File: src/pack_pkg.sv
// Byte packer shared types
// Byte, word and block payloads plus the status counters seen by the microcontroller
`default_nettype none

package pack_pkg;

    // Items per gather stage; the payload types below are built for this value
    localparam int GATHER_N = 4;

    // One data byte from the source
    typedef logic [7:0] pkt_byte_t;

    // Four bytes, element 0 is the first byte received
    typedef pkt_byte_t [GATHER_N-1:0] pkt_word_t;

    // Four words = 16 bytes, byte 0 first
    typedef pkt_word_t [GATHER_N-1:0] pkt_block_t;

    // Counters reported to the microcontroller
    typedef struct packed {
        logic [15:0] blk_count;     // Blocks read by the microcontroller
        logic [15:0] drop_count;    // Bytes lost to overflow
    } pack_status_t;

endpackage

`default_nettype wire
File: src/byte_packer_top.sv
// Byte packer top level
// Byte stage -> word stage -> microcontroller port
`timescale 1ns/1ps
`default_nettype none

module byte_packer_top
    import pack_pkg::*;
#(
    // Only GATHER_N (4) matches the package types
    parameter int ITEMS_PER_STAGE = GATHER_N
) (
    input  wire logic       clk,
    input  wire logic       resetn,
    input  wire pkt_byte_t  in_byte,
    input  wire logic       in_wr,
    input  wire logic       rd_ok,
    input  wire logic       mc_reset,
    output logic            in_stall,
    output pkt_block_t      blk_data,
    output logic            blk_ready,
    output pack_status_t    status
);

    logic      byte_full;   // Word ready in stage one
    logic      byte_drop;
    pkt_word_t byte_data;
    logic      word_acc;    // Stage two took the word
    logic      word_full;   // Block ready in stage two
    pkt_block_t word_data;
    logic      port_take;

    // Bytes into words
    word_gather #(
        .item_t (pkt_byte_t),
        .N      (ITEMS_PER_STAGE)
    ) u_byte_stage (
        .clk    (clk),
        .resetn (resetn),
        .wr     (in_wr),
        .item   (in_byte),
        .rel    (word_acc),
        .flush  (mc_reset),
        .full   (byte_full),
        .accept (),
        .stall  (in_stall),
        .drop   (byte_drop),
        .data   (byte_data)
    );

    // Words into blocks, full level of stage one is the write
    word_gather #(
        .item_t (pkt_word_t),
        .N      (ITEMS_PER_STAGE)
    ) u_word_stage (
        .clk    (clk),
        .resetn (resetn),
        .wr     (byte_full),
        .item   (byte_data),
        .rel    (port_take),
        .flush  (mc_reset),
        .full   (word_full),
        .accept (word_acc),
        .stall  (),
        .drop   (),
        .data   (word_data)
    );

    mc_block_port u_port (
        .clk       (clk),
        .resetn    (resetn),
        .blk_full  (word_full),
        .blk_in    (word_data),
        .rd_ok     (rd_ok),
        .flush     (mc_reset),
        .drop      (byte_drop),
        .take      (port_take),
        .blk_data  (blk_data),
        .blk_ready (blk_ready),
        .status    (status)
    );

endmodule

`default_nettype wire

File: src/mc_block_port.sv
// Microcontroller block port
// Holds the finished block until read, releases the gather stage and keeps counters
`timescale 1ns/1ps
`default_nettype none

module mc_block_port
    import pack_pkg::*;
(
    input  wire logic       clk,
    input  wire logic       resetn,
    input  wire logic       blk_full,   // Second stage holds a complete block
    input  wire pkt_block_t blk_in,
    input  wire logic       rd_ok,      // Microcontroller has read blk_data
    input  wire logic       flush,
    input  wire logic       drop,       // Byte lost in the first stage
    output logic            take,       // Release the second stage
    output pkt_block_t      blk_data,
    output logic            blk_ready,
    output pack_status_t    status
);

    logic         rd_hit;       // Read of a valid block
    pack_status_t cnt;

    // Load when the port is free or being read in this very cycle
    assign take   = blk_full && (!blk_ready || rd_ok) && !flush;
    assign rd_hit = rd_ok && blk_ready;
    assign status = cnt;

    // Ready level
    always_ff @(posedge clk or negedge resetn)
    begin
        if (!resetn)
            blk_ready <= 1'b0;
        else if (flush)
            blk_ready <= 1'b0;      // Port cleared, partial data gone
        else if (take)
            blk_ready <= 1'b1;      // New block overrides a read
        else if (rd_hit)
            blk_ready <= 1'b0;
    end

    // Counters survive flush, saturate at max
    always_ff @(posedge clk or negedge resetn)
    begin
        if (!resetn)
            cnt <= '0;
        else
        begin
            if (rd_hit && (cnt.blk_count != 16'hffff))
                cnt.blk_count <= cnt.blk_count + 16'd1;
            if (drop && (cnt.drop_count != 16'hffff))
                cnt.drop_count <= cnt.drop_count + 16'd1;
        end
    end

    // Block copy seen by the microcontroller
    always_ff @(posedge clk)
    begin
        if (take)
            blk_data <= blk_in;
    end

endmodule

`default_nettype wire

File: src/word_gather.sv
// Gather stage
// Packs N items of one payload type into a wide register, flags it full
// and holds at most one write that arrives while full
`timescale 1ns/1ps
`default_nettype none

module word_gather #(
    parameter type item_t = logic [7:0],
    parameter int  N      = 4
) (
    input  wire logic             clk,
    input  wire logic             resetn,
    input  wire logic             wr,       // Write strobe (or level from previous stage)
    input  wire item_t            item,
    input  wire logic             rel,      // Consumer has taken the content
    input  wire logic             flush,    // Discard everything
    output logic                  full,
    output logic                  accept,   // Item stored this cycle
    output logic                  stall,    // Pending slot occupied
    output logic                  drop,     // Write lost this cycle
    output item_t [N-1:0]         data
);

    localparam int IW = (N > 1) ? $clog2(N) : 1;

    logic [IW-1:0] idx;         // Next slot to fill
    logic          pend;        // One write held while full
    item_t         pend_item;
    logic          store;       // An item goes into the register
    item_t         store_item;
    logic          last;        // Store fills the final slot

    // Pending write drains first so arrival order is kept
    assign store      = !full && (pend || wr) && !flush;
    assign store_item = pend ? pend_item : item;
    assign last       = (idx == IW'(N - 1));

    assign accept = store;
    assign stall  = pend;

    // A write meeting an occupied pending slot is lost, also in the drain cycle
    assign drop = wr && pend && !flush;

    // Control state
    always_ff @(posedge clk or negedge resetn)
    begin
        if (!resetn)
        begin
            full <= 1'b0;
            idx  <= '0;
            pend <= 1'b0;
        end
        else if (flush)
        begin
            full <= 1'b0;       // Flush wins over rel, writes and pending
            idx  <= '0;
            pend <= 1'b0;
        end
        else
        begin
            if (store)
            begin
                if (last)
                begin
                    full <= 1'b1;   // Nth item, visible next cycle
                    idx  <= '0;
                end
                else
                    idx <= idx + 1'b1;
            end
            else if (full && rel)
                full <= 1'b0;

            // Hold one write seen while full
            if (wr && full && !pend)
                pend <= 1'b1;
            else if (store && pend)
                pend <= 1'b0;   // Drained into the register
        end
    end

    // Payload registers, no reset needed
    always_ff @(posedge clk)
    begin
        if (store)
            data[idx] <= store_item;    // Oldest item lands in element 0
        if (wr && full && !pend)
            pend_item <= item;
    end

endmodule

`default_nettype wire

File: config.mk
export PLATFORM = sky130hd
export DESIGN_NAME = byte_packer_top
export DESIGN_NICKNAME = d
export VERILOG_FILES = /design/src/pack_pkg.sv /design/src/byte_packer_top.sv /design/src/mc_block_port.sv /design/src/word_gather.sv
export SDC_FILE = /design/constraint.sdc
export NUM_CORES = 1
export LEC_CHECK = 0
export BUFFER_PORTS_ARGS = -buffer_cell sky130_fd_sc_hd__buf_2
export CAP_MARGIN = 30
export CORE_ASPECT_RATIO = 0.9
export CORE_UTILIZATION = 45
export DETAILED_ROUTE_END_ITERATION = 12
export GPL_TIMING_DRIVEN = 0
export HOLD_SLACK_MARGIN = 0.05
export PLACE_DENSITY_LB_ADDON = 0.12
export REMOVE_ABC_BUFFERS = 1
export SYNTH_ARGS = -nofsm -noshare
export SYNTH_HDL_FRONTEND = slang
export SYNTH_HIERARCHICAL = 1
export SYNTH_SLANG_ARGS = --single-unit
File: constraint.sdc
create_clock -name clk -period 15.1 [get_ports clk]
set_input_delay 0.755 -clock clk [delete_from_list [all_inputs] [get_ports clk]]
set_output_delay 0.755 -clock clk [all_outputs]
set_load 0.02 [all_outputs]
==> results_dict.tcl <==
set metrics [dict create \
    r2r-end "u_port/status[12]$_DFFE_PN0P_" \
    path_max_fanout 14 \
    cts.sink_count 369 \
    timing.final.crit_share_pct 17.0 \
    ir_drop_v 0.0000697 \
    finalHoldViolCount 0 \
    fin_setup_tns_ns 0 \
    critPathKind "register to register" \
    clockRootBuffer "clkbuf_16" \
    clock_path_buffers 3 \
    drive_above_1_share_pct 37.8 \
    setup_violations 0 \
    grt_max_degree 42 \
    worstSetupEndpointType "register" \
    first_global_vias 5874 \
    syn_avg_cell_area_sq_um 21.6 \
    ff2ff_path_depth 5 \
    slew_violations 0 \
    pre_cts_ws_ns 12.52 \
    fp.dieH_um 161 \
    fin_skew_ns 0.0190 \
    startpoint "u_byte_stage/stall$_DFFE_PN0P_" \
    cts-buffers-inserted 36 \
    drt_pass1_iterations 4 \
    gr-total-overflow 0 \
    place.gp.congestion 0.885 \
    p_leak_nw 5.65 \
    coreArea_sq_mm 0.0273 \
    finalNonFillerCells 1189 \
    status "finished, final reports clean" \
    num_io_pins 175 \
    required_ns 15.48 \
    rsz0062_at_grt "no" \
    drcViolationCount 0 \
    drtAntennaViolNets 0 \
    path_clk_slew_ns 0.06 \
    row_count 57 \
    grt_usage_pct 15.1 \
    arrival_ns 2.95 \
    vias 5799 \
    critPathLaunchType "register" \
    die_w_um 179 \
    hp-class "primary input to asynchronous set/reset pin" \
    grt_pass1_wl_mm 32.9 \
    hpwl_mm 14.3 \
    cts.htree.levels 2 \
    wire_per_inst_um 18.0 \
    ys.warnings.count 6 \
    whs_ns 0.372 \
    post_cts_buffers 0 \
    io_buffers 174 \
    antenna_found_initial 1 \
    reg2reg_slack_ns 12.54 \
    maxCapViolations 0 \
    avgViaCountPerCell 4.88 \
    insertedDiodeCount 0 \
    fmax_ghz 0.390 \
    placed_cells 1125 \
    mappedNetlistArea_sq_mm 0.0126 \
    r2r-start "u_byte_stage/stall$_DFFE_PN0P_" \
    dieArea_sq_mm 0.0287 \
    cts_tree "yes" \
    p_per_area_mw_per_mm2 133 \
    fin_nets 832 \
    crit_end "u_port/status[12]$_DFFE_PN0P_" \
    max_slew.worst_pin.slew_ns 0.913 \
    insertion_delay_ns 0.51 \
    synth_cells 584 \
    drtIter0Drc 412 \
    routed_wl_mm 21.4 \
    cts_resized 0 \
    hold_buffers 0 \
    slew_headroom_pct 39.2 \
    initial_core_util_pct 46.2 \
    setup_ws_ns 12.54 \
    synthToLayoutAreaGrowth_pct 21.9 \
    period_needed_ns 2.56 \
]
[worst min path at each step]
| stage | start | endpoint | slack [ns] | cells after the start |
|---|---|---|---|---|
| floorplan | u_word_stage/data[0]$_DFFE_PP_ | u_port/blk_data[0]$_DFFE_PP_ | 0.40 | 0 |
| global placement | u_word_stage/data[38]$_DFFE_PP_ | u_port/blk_data[38]$_DFFE_PP_ | 0.40 | 0 |
| detailed placement | u_word_stage/data[100]$_DFFE_PP_ | u_port/blk_data[100]$_DFFE_PP_ | 0.40 | 0 |
| CTS | u_word_stage/data[86]$_DFFE_PP_ | u_port/blk_data[86]$_DFFE_PP_ | 0.40 | 0 |
| global route | u_word_stage/data[86]$_DFFE_PP_ | u_port/blk_data[86]$_DFFE_PP_ | 0.41 | 0 |
| finish | resetn | u_port/status[11]$_DFFE_PN0P_ | 0.37 | 1 |
[worst max-delay path, cell delays in order (launching register included)]
cell and delay [ns]:
dfrtp_1 0.89, nand2_1 0.11, nor2_1 0.50, nand4_1 0.31, nor3_1 0.28, mux2_2 0.36
[layout by cell type, fill, tap and decap left out, types with 6 or more instances in the layout]
| cell type | instances |
|---|---|
| and2_1 | 7 |
| xor2_1 | 12 |
| buf_6 | 12 |
| nand2_1 | 14 |
| dfrtp_1 | 40 |
| mux2_2 | 36 |
| nor2_1 | 15 |
| edfxtp_1 | 328 |
| xnor2_1 | 16 |
| clkinv_1 | 7 |
| bufinv_16 | 7 |
| mux2_4 | 9 |
| clkbuf_16 | 36 |
| buf_2 | 174 |
| nand4_1 | 13 |
| ha_1 | 10 |
| clkbuf_1 | 7 |
| and3_1 | 6 |
| nand3_1 | 12 |
[power by group]
group | leakage (nW) | switching, mW | internal, mW
Sequential | 3.51 | 0.00289 | 1.11
Combinational | 1.54 | 0.0131 | 0.00747
Clock | 0.593 | 0.352 | 0.560
Total | 5.65 | 0.368 | 1.67
[registers in the layout, summed over array words and instances (netlist names)]
name,cells
u_byte_stage/idx,2
u_byte_stage/stall,1
u_byte_stage/full,1
u_word_stage/stall,1
u_byte_stage/pend_item,8
u_word_stage/full,1
u_port/blk_ready,1
u_word_stage/pend_item,32
u_byte_stage/data,32
u_word_stage/data,128
u_port/blk_data,128
u_word_stage/idx,2
u_port/status,32
[layout make-up]
| type | instances | area, sq um |
|---|---|---|
| inverters | 5 | 18.8 |
| fillers | 2121 | 11900 |
| clock inverters | 21 | 294 |
| repair buffers | 195 | 1130 |
| well taps | 354 | 443 |
| clock buffers | 43 | 927 |
| flip-flops and latches | 369 | 10900 |
| multi-input cells | 202 | 1700 |
[stage by stage]
step	cell area, sq um	power [mW]	util [%]
after floorplan	12600	1.14	-
after global placement	13900	1.15	50.8
after detailed placement	14200	1.15	51.9
after CTS	15400	2.07	56.3
after global routing	15400	2.11	56.3
final	15400	2.04	56.3
[per-layer routing]
metal  share of wire (%)  track usage [%]  vias up  wire (um)
met3                 5.3             3.39       35       1140
met4                 1.8             4.16        2        388
met1                  45             20.6     2868       9610
met2                  48             24.6      162      10300
met5               0.079                0        -         17
li1                    -                -     2732          -
No activity file was read; power rests on OpenSTA's default activity.
